<file path="src/include/layernorm_defs.svh">
`ifndef LAYERNORM_DEFS_SVH
`define LAYERNORM_DEFS_SVH

// lanes per vector, one int8 each.
`define LN_N 16

// one memory beat.
`define LN_BEAT_W 32

// beats needed for one parameter line.
`define LN_BLK_NUM ((`LN_N * 8) / `LN_BEAT_W)

// byte stride between consecutive parameter lines.
`define LN_LINE_BYTES (`LN_BLK_NUM * 4)

// gamma is fixed point with this many fraction bits.
`define LN_GAMMA_FRAC 8

`endif

</file>
<file path="src/logic/layernorm_param_regs.sv">
`include "layernorm_defs.svh"

module layernorm_param_regs (
    input  logic                     clk,
    input  logic                     rst_n,
    input  logic [`LN_N*8-1:0]       i_line,
    input  logic                     i_gamma_lo_valid,
    input  logic                     i_gamma_hi_valid,
    input  logic                     i_beta_valid,
    output logic [`LN_N-1:0][15:0]   o_gamma,
    output logic [`LN_N-1:0][7:0]    o_beta
);

    logic [`LN_N-1:0][7:0] gamma_lo_q;
    logic [`LN_N-1:0][7:0] gamma_hi_q;
    logic [`LN_N-1:0][7:0] beta_q;

    // each bank loads on its own pulse.
    always_ff @(posedge clk or negedge rst_n) begin
        if (!rst_n) begin
            gamma_lo_q <= '0;
            gamma_hi_q <= '0;
            beta_q     <= '0;
        end else begin
            if (i_gamma_lo_valid) gamma_lo_q <= i_line;
            if (i_gamma_hi_valid) gamma_hi_q <= i_line;
            if (i_beta_valid)     beta_q     <= i_line;
        end
    end

    // signed q8.8 gamma per lane, high byte carries the sign.
    always_comb begin
        for (int i = 0; i < `LN_N; i++) begin
            o_gamma[i] = {gamma_hi_q[i], gamma_lo_q[i]};
        end
    end

    assign o_beta = beta_q;

endmodule

</file>
<file path="config.mk">
export PLATFORM = sky130hd
export DESIGN_NAME = layernorm_param_regs
export DESIGN_NICKNAME = d
export VERILOG_FILES = /design/src/logic/layernorm_param_regs.sv
export VERILOG_INCLUDE_DIRS = /design/src /design/src/include
export SDC_FILE = /design/constraint.sdc
export NUM_CORES = 1
export LEC_CHECK = 0
export ABC_CLOCK_PERIOD_IN_PS = 1800
export BUFFER_PORTS_ARGS = -buffer_cell sky130_fd_sc_hd__buf_2
export CELL_PAD_IN_SITES_DETAIL_PLACEMENT = 1
export CELL_PAD_IN_SITES_GLOBAL_PLACEMENT = 1
export CORE_AREA = 2 2 200 202
export CTS_CLUSTER_SIZE = 28
export DETAILED_ROUTE_END_ITERATION = 12
export DIE_AREA = 0 0 202 204
export GPL_ROUTABILITY_DRIVEN = 0
export GPL_TIMING_DRIVEN = 0
export HOLD_SLACK_MARGIN = 0.03
export PLACE_DENSITY = 0.85
export REMOVE_ABC_BUFFERS = 1
export SLEW_MARGIN = 20
export SYNTH_ARGS = -nofsm -noshare
export SYNTH_HDL_FRONTEND = slang
export SYNTH_SLANG_ARGS = --single-unit
</file>
<file path="constraint.sdc">
create_clock -name clk -period 1.8 [get_ports clk]
set_input_delay 0.36 -clock clk [delete_from_list [all_inputs] [get_ports clk]]
set_output_delay 0.36 -clock clk [all_outputs]
set_load 0.02 [all_outputs]
</file>
Word-level counts from Yosys, hierarchy flattened
Index checks and enable logic that the tools add are counted.

word-level totals
  flip-flop bits (word level) = 384
  input port bits = 133
  output and inout port bits = 384
  word-level logic and storage cells = 48

Depth between registers and ports, before layout
Gate-level depths: netlist (run 1).

  depth in word-level cells = 0
  gate-level depth with buffers = 3
  mapped depth without buffers = 1

Worst setup path before layout (run 1)
OpenSTA, ideal clock, no wires.

  path kind = input to register
  start point = input port i_beta_valid
  end point = register beta_q, in the netlist o_beta[100]
  setup time = 125 ps
  arrival time = 973 ps
  required time = 1675 ps
  setup slack = 702 ps
  cell stages on the path = 3
  path buffers = 2
  cells stage by stage = buf_6 > clkbuf_8 > mux2_2

RTL lines
  what                  line                        text
  start, declared       layernorm_param_regs.sv:9   input logic i_beta_valid,
  end signal, assigned  layernorm_param_regs.sv:27  if (i_beta_valid) beta_q <= i_line;
  end, declared         layernorm_param_regs.sv:16  logic [`LN_N-1:0][7:0] beta_q;

No word-level cell between the ends.

==> results of run 1 <==
[worst min path at each step]
stage	end	slack [ns]	cells past startpoint
floorplan	o_beta[0]$_DFFE_PN0P_	0.06	0
global placement	o_gamma[237]$_DFFE_PN0P_	0.48	1
detailed placement	o_gamma[220]$_DFFE_PN0P_	0.22	1
CTS	o_beta[65]$_DFFE_PN0P_	0.04	2
global route	o_beta[65]$_DFFE_PN0P_	0.06	2
finish	o_gamma[18]$_DFFE_PN0P_	0.08	2
[registers in the layout, summed over array words and instances (netlist names)]
name and flops:
o_beta 128, o_gamma 256
[report_power, final]
group | leakage (nW) | total [mW] | switching [mW] | internal, mW
Combinational | 3.66 | 3.83 | 2.34 | 1.50
Clock | 0.613 | 7.90 | 3.25 | 4.65
Sequential | 4.49 | 9.96 | 0.454 | 9.50
[kinds of logic after synthesis]
logic type             synth area share, %
flip-flops                            66.4
buffers and inverters                 3.68
multiplexers                          29.9
[layer usage]
| metal | vias up | routed length, µm | global-route usage [%] | part of all wire [%] |
|---|---|---|---|---|
| met5 | - | 0 | 0 | 0 |
| met4 | 0 | 1600 | 8.53 | 4.0 |
| met3 | 94 | 2860 | 5.48 | 7.2 |
| met2 | 357 | 20500 | 33.8 | 52 |
| met1 | 4713 | 14600 | 20.9 | 37 |
| li1 | 3904 | - | - | - |
[final cells by class]
cell class | instances | area [µm²] | share of cell area (%)
flip-flops and latches | 384 | 9610 | 51.5
multi-input cells | 384 | 4320 | 23.2
repair buffers | 524 | 2830 | 15.1
clock buffers | 64 | 1230 | 6.60
well taps | 525 | 657 | 3.52
clock inverters | 2 | 13.8 | 0.0737
diodes | 1 | 2.50 | 0.0134
[cells in the final DEF (no fill, tap or decap)]
master and count:
clkbuf_16 41, clkinv_4 1, diode_2 1, clkbuf_1 11, dlygate4sd3_1 1, dfrtp_1 384
mux2_2 384, clkbuf_8 12, clkinv_2 1, buf_8 4, buf_16 7, buf_2 512
[stage by stage]
stage	std cells	setup TNS (ns)	worst slack [ns]	hold slack, ns
after floorplan	768	0	0.974	0.0644
after global placement	1809	-3236.16	-6.84	0.484
after detailed placement	1816	0	0.0143	0.220
after CTS	1883	0	0.276	0.0372
after global routing	1884	0	0.141	0.0568
final	1884	0	0.258	0.0821
[timing repair]
| item | in CTS | in global routing |
|---|---|---|
| buffers inserted | 0 | 0 |
| hold buffers | 1 | 0 |
| hold endpoints to repair | 165 | 0 |
==> metrics, run 1 <==
leakage 8.76 nW; top post-synthesis cells by area dfrtp_1 66%, mux2_2 30%, clkbuf_8 2.3%; Period Utilization, post-route a little under nine tenths; sum of routed wire length over all layers just under 40000 µm; core footprint 39200 µm²; Seq/Total Area, Yosys around two thirds; Die Area 41200 µm²; Critical path buffers and inverters 4; Final Power ~22 mW; CTS tree built; number of synthesized register bits 384; Critical Path End o_gamma[36]$_DFFE_PN0P_; hpwl dp around 28000 µm; Hold Violations, Final 0; CP top delay family buffers and inverters; Max stage delay on crit path 0.56 ns; Arr. time, crit path 2.17 ns; Antenna Violating Nets Remaining 0; Crit Path Class input pin to async pin; relative slew slack between 50 and 60%; Clock Path Buffers 3; Placed Instance Area 17400 µm²; EDFF count, synth 0; pin count of the biggest net entering global routing 104; vias per cell 4.81; worst slew pin tran 0.619 ns; Synth Instances 810; die width 202 µm; Fill cells about 4000; RR Endpoint o_beta[117]$_DFFE_PN0P_; FF-to-FF Start o_beta[117]$_DFFE_PN0P_; crit path from rst_n; Yosys warning total 0; Worst Hold Launch i_line[10]; Clock Sinks 384; number of max-cap violations 0; ys async rst share 100%; Top FF cell, synth dfrtp_1; top cells by count, synth 384 x dfrtp_1, 384 x mux2_2, 24 x clkbuf_8; Avg WL per Cell 21.0 µm; clk_skew 0 ns; min-delay worst type input pin to flop; critical path depth 4; top-area cell type share of the netlist area 66.4%; Final Setup Violations 0; Crit path required time 2.43 ns; H-tree levels 2; RSZ-0062 raised after global routing false; synthesized area 14500 µm²; Avg Cell Area, Syn around 18 µm²; PD cells 1160 nW/µm²; Layout area overhead 29.0%; crit path max fanout 103; Critical Path Most Common Cell buf_16; Synth cell types 4; type of origin of the critical path input pin; io pins 517; Max VDD drop 0.000805 V; worst r2r path cells 1; total track usage 18.9%; total gr overflow 0; area leader, netlist dfrtp_1; proportion of layout cells with a drive suffix above 1 70.8%; final core occ 47.6%; DRC errors left 0; final instance area approximately 19000 µm²; Final Net Count 1467; Root Driver clkbuf_16; Clk pin slew, worst setup/hold paths 0.06 ns; Final min period 1.54 ns; initial antenna violation count 1; CP cell instances dlygate4sd3_1 > buf_8 > buf_16 > buf_16; Max Clk Rate about 650 MHz; IO Port Bufs 516; CTS resizes 0; first-pass iteration count of the detailed router 4; Pins Over Slew Limit 0; Rows 73; cts bufs inserted 40; Clock Latency Late Sink 0.53 ns; first-pass GRT wire length 60500 µm; FF-to-FF setup slack 1.00 ns; status completed; Starting Density between 30% and 40%; Critical-path top delay cell dlygate4sd3_1; Die H 204 µm; CP Capture Type async pin; vias in the first global route 10100; initial DRC count 257; DR vias a little over 9000
(Power assumes the default switching activity.)
==> run 2, diff against run 1 <==
- CORE_AREA: 2 2 200 202 -> 2 2 204 206
- DIE_AREA: 0 0 202 204 -> 0 0 206 208
- PLACE_DENSITY: 0.85 -> 0.83
==> run 2 against run 1 <==
- the run now ends with negative hold slack left
- clock power up 3.8%
- clock-buffer cell count down 2
- global-route usage down 0.52 points
- power up 1.4%
- largest cell class unchanged
==> metrics, run 2 (synthesized netlist as in run 1, its figures left out) <==
Pint 15.8 mW (+1.2%); IO Port Bufs 516 (unchanged); Final Power 22.0 mW (+1.4%); CP top delay family flip-flops; io pins 517 (unchanged); Pins Over Slew Limit 0 (unchanged); Max Clk Rate 675 MHz (+4.0%); worst slew pin tran 0.771 ns (+0.152 ns); vias per cell 4.77 (-0.86%); total track usage 18.4% (-0.52 points); Hold Buf Count CTS 2 (+1); Layout area overhead 29.3%; first-pass GRT wire length 60700 µm (+0.26%); Rows 74 (+1.4%); Critical path buffers and inverters 1 (-3); clock power share 37.3% (+0.9 points); most common cell after layout, fill and taps aside buf_2; multi-input logic area 4320 µm² (unchanged); Clock Sinks 384 (unchanged); vias in the first global route 10100 (-0.60%); Flop pwr share 45.2% (-0.7 points); leakage 8.78 nW (+0.23%); hold slack -0.157 ns (-0.240 ns); Crit Path Class flop to output port; Setup Buffers After CTS 0 (unchanged); Root Driver clkbuf_16; Final Setup Violations 0 (unchanged); Clk pin slew, worst setup/hold paths 0.06 ns (about the same); Fill cells 4175 (+4.5%); CTS resizes 0 (unchanged); total gr overflow 0 (unchanged); commonest cells after routing, fill and taps aside 512 x buf_2, 384 x mux2_2, 384 x dfrtp_1; die width 206 µm (+2.0%); Arr. time, crit path 1.12 ns (-1.05 ns); DRC errors left 0 (unchanged); CTS tree built; initial DRC count 322 (+25%); Clock Latency Late Sink 0.54 ns (about the same); sum of routed wire length over all layers 40300 µm (+1.8%); CP Capture Type output port; proportion of layout cells with a drive suffix above 1 70.8% (about the same); hpwl dp 28400 µm (+0.74%); Die Area 42800 µm² (+4.0%); DR vias 9047 (-0.23%); first-pass iteration count of the detailed router 4 (unchanged); Combinational Power Share 17.5% (-0.2 points); worst setup margin 0.318 ns (+0.0592 ns); Net Sw Frac 28.0% (+0.13 points); number of max-cap violations 0 (unchanged); clk_skew 0 ns (unchanged); Die H 208 µm (+2.0%); core footprint 40600 µm² (+3.5%); Antenna Violating Nets Remaining 0 (unchanged); critical path depth 1 (-3); worst r2r path cells 1 (unchanged); Register Area 9610 µm² (unchanged); Layout Cells excl Fill 1896 (+0.64%); type of origin of the critical path flop; pin count of the biggest net entering global routing 101 (-2.9%); Psw 6.15 mW (+1.9%); placed cells 1822 (+0.33%); relative slew slack 48.6% (-10 points); Avg WL per Cell 21.2 µm (+1.1%); failing checks negative hold slack; FF-to-FF setup slack 1.00 ns (about the same); CP cell instances buf_2; cts bufs inserted 40 (unchanged); crit path max fanout 2 (-98%); Placed Instance Area 17400 µm² (-0.11%); Hold Violations, Final 98 (+98); Max stage delay on crit path 0.40 ns (-0.16 ns); min-delay worst type input pin to async pin; RSZ-0062 raised after global routing false; initial antenna violation count 2 (+1); Setup WS pre-CTS -0.109 ns (-0.124 ns); Period Utilization, post-route 82.4% (-3.3 points); Final Net Count 1467 (unchanged); Final min period 1.48 ns (-0.0592 ns); max reg flops 256 (unchanged); Crit path required time 1.44 ns (-0.99 ns); Starting Density 35.7% (-1.2 points); status complete, but fails checks; H-tree levels 2 (unchanged); final instance area 18700 µm² (+0.23%); Clock Path Buffers 3 (unchanged); PD cells 1180 nW/µm² (+1.2%); Critical-path top delay cell dfrtp_1; Max VDD drop 0.000767 V (-4.8%)
-- run 2: cell types whose count changed in the layout (fill, tap and decap cells not counted) --
cell           change
clkinv_2           +4
clkbuf_8           -3
bufinv_16          +2
inv_6              +2
buf_16             -1
clkbuf_1           +1
clkinv_4           -1
dlygate4sd3_1      +1
-- run 2: layout make-up --
type	count	area share, %
well taps	532	3.56
diodes	1	0.0134
multi-input cells	384	23.1
repair buffers	524	15.0
clock buffers	62	6.39
clock inverters	9	0.548
flip-flops and latches	384	51.4
-- run 2: per-stage QoR --
step	util, %	TNS (ns)
6_report	46.1	0
5_1_grt	46.1	0
4_1_cts	46.1	0
3_5_place_dp	42.9	-9.58
3_3_place_gp	42.4	-3256.01
2_1_floorplan	-	0
-- run 2: power groups by stage --
stage | clock [mW] | combinational (mW) | sequential [mW]
floorplan | 0 | 0.896 | 11.2
global placement | 0 | 3.78 | 10.0
detailed placement | 0 | 3.86 | 10.1
CTS | 8.43 | 3.90 | 9.96
global route | 8.74 | 4.06 | 10.1
finish | 8.20 | 3.84 | 9.95
-- run 2: worst paths after layout --
kind / start / endpoint
hold / removal: rst_n / o_gamma[112]$_DFFE_PN0P_
setup reg to reg: o_beta[23]$_DFFE_PN0P_ / o_beta[23]$_DFFE_PN0P_
setup / recovery: o_gamma[98]$_DFFE_PN0P_ / o_gamma[98]
min in group clk: i_line[112] / o_gamma[224]$_DFFE_PN0P_
hold reg to reg: o_beta[15]$_DFFE_PN0P_ / o_beta[15]$_DFFE_PN0P_
max in group asynchronous: rst_n / o_gamma[245]$_DFFE_PN0P_
-- run 2: metal layers --
metal	track usage, %	vias up	part of all wire, %
met5	0	-	0.040
met4	7.76	2	3.3
met3	5.78	80	8.1
met2	32.6	375	52
met1	20.2	4679	37
li1	-	3911	-
