**src/include/layernorm_defs.svh**
```systemverilog
`ifndef LAYERNORM_DEFS_SVH
`define LAYERNORM_DEFS_SVH

// lanes per vector, one int8 each.
`define LN_N 16

// one memory beat.
`define LN_BEAT_W 32

// beats needed for one parameter line.
`define LN_BLK_NUM ((`LN_N * 8) / `LN_BEAT_W)

// byte stride between consecutive parameter lines.
`define LN_LINE_BYTES (`LN_BLK_NUM * 4)

// gamma is fixed point with this many fraction bits.
`define LN_GAMMA_FRAC 8

`endif

```
**src/logic/layernorm_pkg.sv**
```systemverilog
`include "layernorm_defs.svh"

package layernorm_pkg;

    // burst read command to the read master.
    typedef struct packed {
        logic [31:0] addr; // start byte address.
        logic [7:0]  cnt;  // beats in the burst.
    } rd_cmd_t;

    // single-beat request to memory.
    typedef struct packed {
        logic        valid;
        logic [31:0] addr;
    } mem_req_t;

    // memory response, one beat.
    typedef struct packed {
        logic                  valid;
        logic [`LN_BEAT_W-1:0] data;
    } mem_rsp_t;

    // int8 sample vector, lane 0 in the low byte.
    typedef struct packed {
        logic                  valid;
        logic [`LN_N-1:0][7:0] lane;
    } ln_vec_t;

endpackage

```
**src/logic/layernorm_fetch.sv**
```systemverilog
`include "layernorm_defs.svh"

module layernorm_fetch (
    input  logic                    clk,
    input  logic                    rst_n,
    input  logic                    i_start,
    input  logic [31:0]             i_fetch_addr,
    output logic                    o_done,
    output logic                    o_read_start,
    output layernorm_pkg::rd_cmd_t  o_cmd,
    input  logic                    i_read_valid,
    input  logic [`LN_BEAT_W-1:0]   i_read_data,
    input  logic                    i_read_done,
    output logic [`LN_N*8-1:0]      o_line,
    output logic                    o_gamma_lo_valid,
    output logic                    o_gamma_hi_valid,
    output logic                    o_beta_valid
);

    localparam int BLK_W = $clog2(`LN_BLK_NUM);

    typedef enum logic [2:0] {
        IDLE,
        GLO_SEND,
        GLO_RECV,
        GHI_SEND,
        GHI_RECV,
        BETA_SEND,
        BETA_RECV
    } state_t;

    state_t state;
    state_t nxt_state;

    logic                                  start_ok;
    logic                                  line_done;
    logic                                  recv;
    logic [31:0]                           addr_q;
    logic [BLK_W-1:0]                      blk_cnt;
    logic [`LN_BLK_NUM-1:0][`LN_BEAT_W-1:0] line_q;
    logic [`LN_BLK_NUM-1:0][`LN_BEAT_W-1:0] line_out;

    assign start_ok  = (state == IDLE) && i_start; // ignored while busy.
    assign recv      = (state == GLO_RECV) || (state == GHI_RECV) || (state == BETA_RECV);
    assign line_done = recv && i_read_done;

    always_ff @(posedge clk or negedge rst_n) begin
        if (!rst_n) begin
            addr_q <= '0;
        end else if (start_ok) begin
            addr_q <= i_fetch_addr;
        end else if (line_done) begin
            addr_q <= addr_q + 32'(`LN_LINE_BYTES); // next line.
        end
    end

    assign o_cmd.addr = addr_q;
    assign o_cmd.cnt  = 8'(`LN_BLK_NUM);

    // beat placement into the line buffer.
    always_ff @(posedge clk or negedge rst_n) begin
        if (!rst_n) begin
            blk_cnt <= '0;
            line_q  <= '0;
        end else if (start_ok) begin
            blk_cnt <= '0;
        end else if (recv && i_read_valid) begin
            blk_cnt         <= blk_cnt + 1'b1; // wraps at line end.
            line_q[blk_cnt] <= i_read_data;
        end
    end

    // last beat bypasses the buffer so the line is whole on the valid pulse.
    always_comb begin
        line_out = line_q;
        if (recv && i_read_valid) begin
            line_out[blk_cnt] = i_read_data;
        end
    end

    assign o_line = line_out;

    always_ff @(posedge clk or negedge rst_n) begin
        if (!rst_n) begin
            state <= IDLE;
        end else begin
            state <= nxt_state;
        end
    end

    always_comb begin
        nxt_state        = state;
        o_done           = 1'b0;
        o_read_start     = 1'b0;
        o_gamma_lo_valid = 1'b0;
        o_gamma_hi_valid = 1'b0;
        o_beta_valid     = 1'b0;
        case (state)
            IDLE: begin
                o_done = 1'b1;
                if (i_start) nxt_state = GLO_SEND;
            end
            GLO_SEND: begin
                o_read_start = 1'b1;
                nxt_state    = GLO_RECV;
            end
            GLO_RECV: begin
                o_gamma_lo_valid = i_read_done;
                if (i_read_done) nxt_state = GHI_SEND;
            end
            GHI_SEND: begin
                o_read_start = 1'b1;
                nxt_state    = GHI_RECV;
            end
            GHI_RECV: begin
                o_gamma_hi_valid = i_read_done;
                if (i_read_done) nxt_state = BETA_SEND;
            end
            BETA_SEND: begin
                o_read_start = 1'b1;
                nxt_state    = BETA_RECV;
            end
            default: begin // beta line.
                o_beta_valid = i_read_done;
                if (i_read_done) nxt_state = IDLE;
            end
        endcase
    end

endmodule

```
**config.mk**
```make
export PLATFORM = sky130hd
export DESIGN_NAME = layernorm_fetch
export DESIGN_NICKNAME = d
export VERILOG_FILES = /design/src/logic/layernorm_pkg.sv /design/src/logic/layernorm_fetch.sv
export VERILOG_INCLUDE_DIRS = /design/src /design/src/include
export SDC_FILE = /design/constraint.sdc
export NUM_CORES = 1
export LEC_CHECK = 0
export ABC_AREA = 1
export BUFFER_PORTS_ARGS = -buffer_cell sky130_fd_sc_hd__buf_2
export CAP_MARGIN = 20
export CORE_MARGIN = 5
export CORE_UTILIZATION = 52
export DETAILED_ROUTE_END_ITERATION = 16
export PLACE_DENSITY = 0.82
export SYNTH_ARGS = -nofsm -noshare
export SYNTH_HDL_FRONTEND = slang
export SYNTH_SLANG_ARGS = --single-unit
```
**constraint.sdc**
```tcl
create_clock -name clk -period 1.9 [get_ports clk]
set_clock_uncertainty 0.05 [all_clocks]
set_input_delay 0 -clock clk [delete_from_list [all_inputs] [get_ports clk]]
set_output_delay 0 -clock clk [all_outputs]
set_load 0.01 [all_outputs]
```
# Word level (Yosys, flattened, before mapping)
# Cells that the tools add are included.
# W data, S select, Z words.
# classes
eq_ne,9
addsub,2
n_lt_le_gt_ge,2
muxes,18
reduce_logical,13
# ops
operator,count
$bwmux W128,1
$mux W128,1
$mux W32,3
$demux W32 S2,1
$add A32 B5 Y32 const B,1
$pmux W3 S6,1
$mux W3,4
$eq A3 B3 Y1 const B,3
$eq A3 B2 Y1 const B,2
$ne A2 B2 Y1 const B,3
$reduce_or A6 Y1,1
$mux W1,5
$reduce_bool A5 Y1,1
$logic_and A1 B1 Y1,4
$mux W2,2
$reduce_and A4 Y1,1
$reduce_bool A2 Y1,2
$eq A3 B1 Y1 const B,1
$logic_not A3 Y1,1
$lt A2 B3 Y1 const B,1
$reduce_or A3 Y1,1
$add A2 B1 Y2 const B,1
$ge A2 B1 Y1 const B,1
$logic_or A1 B1 Y1,2
# totals
elab_cells,51
output_inout_bits,173
register_bits,165
in_bits,69

# Longest topological paths before layout
# Gate-level depths: netlist (run 1).
# logic_depth
depth_word,6
ltp_mapped,10
mapped_depth_nobuf,10

# Worst setup path after synthesis (run 1)
# No wires, ideal clock.
# synth_timing
kind,flip-flop to flip-flop
from,register addr_q[4]
to,register addr_q[26]
stages_incl_launch_ff,11
required_ns,1.734
arrival_ns,1.429
setup_slack_ns,0.305
period_less_slack_ns,1.595
setup_time_ns,0.116
n_path_buf,0
path_cell_list,dfrtp_1 ha_1 nand2_1 nor2_2 nand2_1 nor2_1 nand2_1 nand2_1 nand3_1 nand2_1 nand2_1
# synth_via
elab_chain_len,3
# synth_lines
item,line_no,text
start: declaration,layernorm_fetch.sv:38,logic [31:0] addr_q;
start signal: assignment,layernorm_fetch.sv:51,addr_q <= i_fetch_addr;
start signal: assignment,layernorm_fetch.sv:53,addr_q <= addr_q + 32'(`LN_LINE_BYTES);
$add A32 B5 Y32,layernorm_fetch.sv:53,
$mux W32,layernorm_fetch.sv:52,end else if (line_done) begin
$mux W32,layernorm_fetch.sv:50,end else if (start_ok) begin
# No other way between the ends. The select of a mux whose other input is x is not followed.
# A chain may end at the register's enable or synchronous reset.

# Worst setup path in the final report (run 1)
# layout_timing
from,register state[1]
to,output port o_line[42]
# layout_via
elab_chain_len,5
elab_cells_between_ends,7
classes_between,eq/ne (3); mux (1); reduce/logical (3)
# layout_lines
item,line_no,text
start: declaration,layernorm_fetch.sv:32,state_t state;
start signal: assignment,layernorm_fetch.sv:87,state <= nxt_state;
$eq A3 B2 Y1 or $eq A3 B3 Y1 (tied branches),layernorm_fetch.sv:44,assign recv = (state == GLO_RECV) || (state == GHI_RECV) || (state == BETA_RECV);
$logic_or A1 B1 Y1,layernorm_fetch.sv:44,
$logic_or A1 B1 Y1 *,layernorm_fetch.sv:44,
$logic_and A1 B1 Y1 *,layernorm_fetch.sv:76,if (recv && i_read_valid) begin
$mux W128 *,n/a,
end: declaration,layernorm_fetch.sv:14,"output logic [`LN_N*8-1:0] o_line,"
# Mark *: on every way between the ends. The rest lies on a longest branch, timed or not.

==> impl_metrics.json, run 1 <==
{
  "critPathTopFamily": "simple AND/OR/NAND/NOR gates",
  "viasPerCell": 5.721,
  "htree_levels": 4,
  "period_share": 1.081,
  "nets": 1448,
  "r2r_slack_ps": 10,
  "synth-main-ff-cell": "dfrtp_1",
  "synth_seq_cells": 165,
  "fin_util": 0.7811,
  "dr.pass1.iters": 5,
  "clock-sinks": 165,
  "ios": 242,
  "r2r_cells": 8,
  "yosysUniqueCellTypes": 35,
  "insertion_delay_ps": 430,
  "critPathMostFrequentCell": "nor2_4",
  "core.rowCount": 46,
  "synth_area_mm2": 0.008219,
  "critPathMaxStageDelay_ps": 410,
  "postSynthAreaPerCell_um2": 8.082,
  "die_h_um": 135.7,
  "drv_slew": 0,
  "drt-initial-drc-count": 672,
  "gr-usage-all-layers": 0.2664,
  "postSynthCellCount": 1017,
  "initial_core_util": 0.5231,
  "seq_area_frac_synth": 0.5024,
  "cts_root_buf": "clkbuf_16",
  "cts_tree": "done",
  "leakage_nw": 6.247,
  "antenna_left": 0,
  "async_flop_share": 1.000,
  "maxCapViolCount": 0,
  "dieArea_mm2": 0.01842,
  "fmax_mhz": 486.9,
  "peakVddDrop_uv": 812.1,
  "placed_cells": 1438,
  "crit_path_max_fanout": 27,
  "portBuffers": 233,
  "area_growth_pct": 49.32,
  "power_density_mw_per_mm2": 1647,
  "fill_cells": 949,
  "routed_wirelength_um": 31050,
  "hold_path.class": "input pin to async pin",
  "fin_crit_ps": 2054,
  "stdcell_count": 1604,
  "drc": 0,
  "grt_max_degree": 62,
  "clockBufferDepth": 2,
  "setup_viol": 123,
  "start_kind": "flip-flop",
  "endpoint_kind": "output pin",
  "place.gp.congestion": 0.9536,
  "dp_hpwl_um": 15990,
  "yosys_warnings": 0,
  "core_region_area_mm2": 0.01571,
  "cts_inserted_buffers": 17,
  "fin_ws_ps": -153.9,
  "grt_pass1_wl_um": 39200,
  "die_w_um": 135.7,
  "grt_setup_unrepaired": "yes",
  "r2r-end": "addr_q[3]",
  "overflow": 0,
  "clkTransAtPathRegs_ps": 70,
  "wire_per_inst_um": 19.36,
  "slowest_stage": "dfrtp_1",
  "critical_path_class": "flip-flop to output pin",
  "worstPathRequired_ps": 1850,
  "finalHoldViolCount": 0,
  "outcome": "finished with violations",
  "drive_gt1_frac": 0.3526,
  "antenna_found_initial": 1,
  "path_buf_inv": 3,
  "worstPathCellList": "nor2_4 > nor2_4 > nand2_4 > clkinv_8 > nand2_8 > buf_12 > nand2_1 > o21ai_0 > buf_2",
  "violations": "negative setup slack",
  "grt_pass1_vias": 7987,
  "num_vias": 9176,
  "cp.arrival_ps": 2000,
  "synth_edf_count": 0,
  "r2r_start": "state[1]"
}
synthesized netlist by cell type (2+ instances only):
| master | number | area share |
|---|---|---|
| nand2_1 | 275 | 0.13 |
| o21ai_0 | 213 | 0.13 |
| dfrtp_1 | 165 | 0.50 |
| inv_1 | 80 | 0.037 |
| o21ai_1 | 65 | 0.040 |
| nor2_1 | 52 | 0.024 |
| nand3_1 | 37 | 0.023 |
| buf_6 | 22 | 0.030 |
| clkbuf_1 | 20 | 0.0091 |
| buf_4 | 10 | 0.0091 |
| nand2_4 | 9 | 0.012 |
| o21ai_2 | 9 | 0.0096 |
| a21oi_1 | 6 | 0.0037 |
| buf_2 | 6 | 0.0037 |
| ha_1 | 5 | 0.0076 |
| nor3_1 | 5 | 0.0030 |
| a211oi_1 | 3 | 0.0027 |
| and2_1 | 3 | 0.0023 |
| nand2_2 | 3 | 0.0023 |
| nand3b_1 | 3 | 0.0027 |
| nor2_2 | 3 | 0.0023 |
| o22ai_1 | 3 | 0.0023 |
| conb_1 | 2 | 0.00091 |
| inv_2 | 2 | 0.00091 |
| nand4_1 | 2 | 0.0015 |
| nor2_4 | 2 | 0.0027 |
| o211ai_1 | 2 | 0.0018 |
| or2_2 | 2 | 0.0015 |
| xnor2_1 | 2 | 0.0021 |
power by group:
group	internal, mW	switching, mW	total, mW	leakage (nW)
Sequential	5.14	0.998	6.14	2.06
Combinational	4.07	6.16	10.2	3.86
Clock	2.28	1.57	3.85	0.321
metrics by stage:
stage / worst slack, ps / TNS (ps) / hold slack, ps / power, mW / cell area [µm²]
floorplan: 305.1 / 0 / -345.6 / 10.85 / 8242
global placement: 208.1 / 0 / -109.7 / 13.74 / 9562
detailed placement: 117.2 / 0 / -101.0 / 14.01 / 9562
CTS: -71.03 / -1299 / 10.30 / 18.43 / 11150
global route: -226.3 / -15250 / 34.58 / 21.35 / 12270
finish: -153.9 / -7619 / 25.94 / 20.22 / 12270
layer usage:
| layer | vias to the layer above | track usage | share of wire |
|---|---|---|---|
| met1 | 4328 | 0.3268 | 0.36 |
| met2 | 637 | 0.4425 | 0.50 |
| met3 | 145 | 0.06389 | 0.092 |
| met5 | - | 0 | 0 |
| met4 | 0 | 0.1299 | 0.052 |
| li1 | 4066 | - | - |
how the worst max path moves through the flow:
stage	from	end	cells after the start
2_1_floorplan	addr_q[4]	addr_q[26]	10
3_3_place_gp	addr_q[4]	addr_q[26]	10
3_5_place_dp	state[1]	addr_q[11]	8
4_1_cts	state[2]	o_line[85]	9
5_1_grt	state[1]	o_line[42]	9
6_report	state[1]	o_line[42]	9
flip-flops by register name, summed over array words and instances (netlist names):
name	flops
blk_cnt	2
state	3
line_q	128
addr_q	32
timing repair:
action	in CTS	in global routing
endpoints found under the hold margin	327	0
gates resized for setup	64	145
buffers inserted	6	36
setup endpoints to repair	121	144
pin swaps	1	10
cloned	3	20
hold buffers	68	0
cell usage in the layout (no fill, tap or decap), drive strengths merged, types with 5 or more instances in the layout:
cell type | netlist | final
o21ai | 287 | 287
buf | 38 | 310
nand3 | 37 | 37
inv | 83 | 87
nor3 | 5 | 5
ha | 5 | 5
dlygate4sd3 | 0 | 68
a21oi | 6 | 6
clkinv | 1 | 7
nand2 | 287 | 289
nor2 | 57 | 57
clkbuf | 20 | 28
conb | 2 | 8
dfrtp | 165 | 165
layout make-up:
cell class                 instances  area [µm²]  area share
antenna                            1       2.502   0.0002039
sequential                       165        4130      0.3365
tap                              216       270.3     0.02202
clock buffer                      18       439.2     0.03578
inverter                          84       330.3     0.02691
timing repair buffer             388        3074      0.2505
clock inverter                    14       217.7     0.01774
multi-input combinational        718        3809      0.3103
cell families (layout without fill, tap and decap cells):
kind of cell,count (synthesis),count (layout),share of synthesized area
other,2,9,0.0009137
AOI/OAI and AO/OA,303,303,0.1915
buffers and inverters,142,504,0.09134
DFF,165,165,0.5024
adders and majority gates,5,5,0.007612
xor gates and xnor gates,2,2,0.002132
and+or+nand+nor,398,400,0.2041
worst reg2reg max path, cell delays in order, from the launching register on:
cell,delay (ps)
dfrtp_1,410
nor2_4,150
buf_4,130
nand2_1,70
nor2_2,140
buf_4,160
nand2_1,60
dlygate4sd3_1,590
nand2_1,80
(Power assumes the default switching activity.)
==> run 2, diff against run 1 <==
- CORE_ASPECT_RATIO: unset -> 0.6
==> run 2 against run 1 <==
Highest routed layer unchanged. Clock power down 10%. Non-clock buffer count down 12. Critical endpoint is now o_line[12]. The flow still finishes with violations (negative setup slack). Maximum frequency down 0.81%.
==> impl_metrics.json, run 2 (same netlist as run 1, synthesis figures left out) <==
{
  "maxCapViolCount": 0,
  "final_common_cell": "buf_2",
  "violations": "negative setup slack",
  "drv_slew": 0,
  "finalHoldViolCount": 0,
  "core_region_area_mm2": 0.01541,
  "ios": 242,
  "antennaDiodeCount": 0,
  "num_vias": 9072,
  "hold_path.class": "input pin to async pin",
  "grt_pass1_wl_um": 42050,
  "p_total_mw": 20.55,
  "start_kind": "flip-flop",
  "placed_cells": 1434,
  "die_h_um": 107.4,
  "grt_max_degree": 50,
  "gr-usage-all-layers": 0.2878,
  "cp.arrival_ps": 2020,
  "dp_hpwl_um": 17940,
  "setup_viol": 105,
  "period_share": 1.090,
  "wire_per_inst_um": 20.39,
  "fmax_mhz": 482.9,
  "antenna_found_initial": 0,
  "fin_crit_ps": 2071,
  "drt-initial-drc-count": 1161,
  "grt_pass1_vias": 7915,
  "viasPerCell": 5.727,
  "cts_inserted_buffers": 17,
  "routed_wirelength_um": 32300,
  "antenna_left": 0,
  "fin_ws_ps": -170.6,
  "cts_root_buf": "clkbuf_16",
  "top_register": "line_q",
  "crit_path_max_fanout": 8,
  "largest_reg_flops": 128,
  "grt_setup_unrepaired": "yes",
  "clock-sinks": 165,
  "htree_levels": 4,
  "peakVddDrop_uv": 1001,
  "clockBufferDepth": 2,
  "power_density_mw_per_mm2": 1663,
  "outcome": "finished with violations",
  "cts_tree": "done",
  "die_w_um": 172.3,
  "leakage_nw": 6.230,
  "drc": 0,
  "dr.pass1.iters": 7,
  "initial_core_util": 0.5332,
  "endpoint_kind": "output pin",
  "core.rowCount": 35,
  "stdcell_count": 1584,
  "drive_gt1_frac": 0.3613,
  "final_cell_mix": "225 x buf_2, 219 x nand2_1, 165 x dfrtp_1",
  "overflow": 0,
  "nets": 1443,
  "critical_path_class": "flip-flop to output pin",
  "pre_cts_ws_ps": 111.3,
  "portBuffers": 233,
  "insertion_delay_ps": 420,
  "reg_top3": "line_q (128), addr_q (32), state (3)",
  "worstPathRequired_ps": 1850,
  "place.gp.congestion": 1.060,
  "clkTransAtPathRegs_ps": 70,
  "area_growth_pct": 50.34,
  "dieArea_mm2": 0.01850
}
run 2: cell types whose count changed in the layout (fill, tap and decap cells not counted), sizes merged:
| cell | before | now |
|---|---|---|
| buf | 310 | 292 |
| nand2 | 289 | 294 |
| clkbuf | 28 | 32 |
| clkinv | 7 | 3 |
| clkinvlp | 0 | 4 |
| inv | 87 | 91 |
| bufinv | 4 | 1 |
| dlygate4sd3 | 68 | 70 |
| diode | 1 | 0 |
run 2: final timing paths:
check / startpoint / endpoint / slack, ps / cells past startpoint
worst max-delay path: blk_cnt[0] / o_line[12] / -170 / 6
worst min register to register: line_q[118] / line_q[118] / 430 / 2
min in group clk: i_read_done / addr_q[11] / 100 / 5
worst max register to register: state[1] / addr_q[3] / -10 / 8
max in group asynchronous: rst_n / state[0] / 1070 / 3
worst min-delay path: rst_n / line_q[10] / 40 / 2
run 2: critical path: stages (launching register included):
cell     delay (ps)
dfrtp_1         460
inv_2           160
ha_4            250
nand2_4         110
buf_4           180
o21ai_0         250
buf_2           200
run 2: layer usage:
metal  part of all wire  global-route usage  up-vias
li1                   -                   -     4066
met1               0.42              0.4372     4292
met2               0.44              0.4089      644
met3               0.12             0.08037       70
met4              0.019             0.06506        0
met5                  0                   0        -
run 2: metrics by stage:
step / TNS [ps] / instance area (µm²) / utilization / hold slack, ps
after global routing: -12480 / 12360 / 0.8016 / 79.55
after global placement: 0 / 9625 / 0.6244 / -75.17
after detailed placement: 0 / 9625 / 0.6244 / -77.14
after floorplan: 0 / 8242 / - / -345.6
final: -3381 / 12360 / 0.8016 / 36.84
after CTS: -1991 / 11320 / 0.7345 / 34.37
run 2: timing repair:
item,in CTS,in global routing
hold endpoints to repair,319,0
gates resized for setup,80,175
buffers inserted,9,11
pin swaps,4,11
setup endpoints to repair,121,144
gates cloned,6,23
hold buffers,70,0
run 2: final cells by class:
class,count,area (µm²)
clock buffer,18,439.2
timing repair buffer,376,3022
tap,203,254.0
timing repair inverter,2,20.02
fill,971,3058
multi-input combinational,723,4018
sequential,165,4129
clock inverter,13,141.4
inverter,84,334.1
run 2: report_power, final:
part | switching, mW | internal, mW | leakage [nW]
clock network | 1.58 | 1.88 | 0.275
logic | 6.48 | 4.36 | 3.89
registers | 1.11 | 5.14 | 2.07
==> run 3, diff against run 2 <==
- REMOVE_ABC_BUFFERS: unset -> 1
==> run 3 against run 2 <==
The run still ends with negative setup slack left. Core utilization is 0.057 points lower. Clock-buffer cell count is 1 lower. Die area stayed put. Total power is 2.2% lower. Clock power hardly changed. Largest cell class unchanged. Register-to-register slack better by 80 ps. Global-route usage is 1.1 points lower. Critical path type unchanged. Largest power group unchanged. Final area hardly changed. Non-clock buffer count is 5 higher. Via count is 2.3% lower.
==> impl_metrics.json, run 3 (same netlist as run 1, synthesis figures left out) <==
{
  "drive_gt1_frac": 0.3833,
  "final_cell_mix": "229 x buf_2, 203 x nand2_1, 163 x dfrtp_1",
  "dieArea_mm2": 0.01850,
  "grt_pass1_wl_um": 40840,
  "worstPathRequired_ps": 1850,
  "clkTransAtPathRegs_ps": 80,
  "place.gp.congestion": 0.9964,
  "power_density_mw_per_mm2": 1628,
  "finalHoldViolCount": 0,
  "crit_path_max_fanout": 14,
  "reg_top3": "line_q (128), addr_q (32), state (3)",
  "insertion_delay_ps": 420,
  "die_w_um": 172.3,
  "violations": "negative setup slack",
  "gr-usage-all-layers": 0.2770,
  "cp.arrival_ps": 1980,
  "stdcell_count": 1583,
  "antennaDiodeCount": 0,
  "critPathMaxStageDelay_ps": 420,
  "slew_headroom": 0.6177,
  "whs_ps": 60.43,
  "core_region_area_mm2": 0.01541,
  "portBuffers": 233,
  "ios": 242,
  "clockBufferDepth": 2,
  "fin_crit_ps": 2029,
  "worst_slew_pin_slew_ps": 573.5,
  "initial_core_util": 0.5332,
  "wire_per_inst_um": 19.04,
  "slowest_stage": "dfrtp_1",
  "drv_slew": 0,
  "antenna_left": 0,
  "antenna_found_initial": 0,
  "routed_wirelength_um": 30140,
  "cp-startpoint": "state[2]",
  "start_kind": "flip-flop",
  "grt_pass1_vias": 8032,
  "hold_path.class": "input pin to async pin",
  "leakage_nw": 6.199,
  "core.rowCount": 35,
  "r2r_start": "state[0]",
  "placed_cell_area_mm2": 0.009575,
  "critical_path_class": "flip-flop to output pin",
  "cts_root_buf": "clkbuf_16",
  "area_growth_pct": 50.24,
  "drt-initial-drc-count": 891,
  "cts_tree": "done",
  "crit_end": "o_line[114]",
  "outcome": "finished with violations",
  "period_share": 1.068,
  "die_h_um": 107.4,
  "overflow": 0,
  "clock-sinks": 165,
  "htree_levels": 4,
  "maxCapViolCount": 0,
  "largest_reg_flops": 128,
  "drc": 0,
  "endpoint_kind": "output pin",
  "worstPathCellList": "nor2_4 > nor2_4 > nand2_4 > clkinv_8 > nand2_8 > buf_12 > buf_12 > nand2_1 > o21ai_0 > buf_2",
  "placed_cells": 1434,
  "final_common_cell": "buf_2",
  "r2r_cells": 7,
  "fmax_mhz": 492.7,
  "viasPerCell": 5.601,
  "cts_inserted_buffers": 17,
  "grt_max_degree": 57,
  "r2r-end": "addr_q[2]",
  "setup_viol": 120,
  "num_vias": 8866,
  "grt_setup_unrepaired": "yes",
  "top_register": "line_q",
  "dr.pass1.iters": 8,
  "p_total_mw": 20.10,
  "fin_ws_ps": -129.4,
  "dp_hpwl_um": 16710,
  "fin_area_mm2": 0.01235,
  "peakVddDrop_uv": 973.7,
  "r2r_slack_ps": 70,
  "nets": 1441
}
[run 3: cell types whose count changed in the layout (fill, tap and decap cells not counted), moves of 4 or more]
cell       delta
nand2_4      +17
o21ai_2      +15
o21ai_1      -14
o21ai_4       -4
buf_2         +4
nand2_1      -16
nand2_8       -4
clkbuf_16     -6
[run 3: area by class of cell]
type | instances | area (µm²)
well taps | 203 | 254.0
flip-flops and latches | 165 | 4131
repair buffers | 381 | 2980
inverters | 84 | 334.1
multi-input cells | 718 | 4063
fillers | 935 | 3067
clock inverters | 15 | 160.2
clock buffers | 17 | 425.4
[run 3: worst min path at each step]
stage	to	slack [ps]	cells past startpoint
after floorplan	addr_q[0]	-350	0
after global placement	line_q[48]	-40	1
after detailed placement	line_q[12]	-40	1
after CTS	line_q[12]	80	2
after global routing	line_q[12]	110	2
final	line_q[16]	60	2
[run 3: what timing repair did]
action / in CTS / in global routing
endpoints found under the hold margin: 325 / 0
setup buffers: 5 / 29
gates resized for setup: 54 / 256
hold buffers: 71 / 0
endpoints found under the setup margin: 124 / 147
cloned: 4 / 11
pin swaps: 3 / 8
[run 3: routing by layer]
layer	wire (µm)	track usage	vias to the layer above
met4	833	0.06955	0
met5	0	0	-
met1	12600	0.3942	4166
li1	-	-	4066
met3	2906	0.05578	89
met2	13800	0.4373	545
[run 3: per-stage QoR]
stage                     utilization  setup slack [ps]  TNS, ps
after global routing           0.8011            -281.2   -17060
after CTS                      0.7254            -83.29    -3188
after floorplan                     -             144.9        0
after global placement         0.6212             166.7        0
after detailed placement       0.6212             129.1        0
final                          0.8011            -129.4    -6740
[run 3: critical path: cells and delay by family (launching register included)]
kind                   cells  cell delay (ps)
flip-flops                 1              420
buffers and inverters      4              550
AND/OR/NAND/NOR            5              480
AO/OA/AOI/OAI              1              100
[run 3: where the power goes]
part	internal [mW]	leakage, nW	switching, mW
Combinational	4.25	3.85	6.19
Clock	1.76	0.282	1.67
Sequential	5.14	2.06	1.09
Total	11.2	6.20	8.94
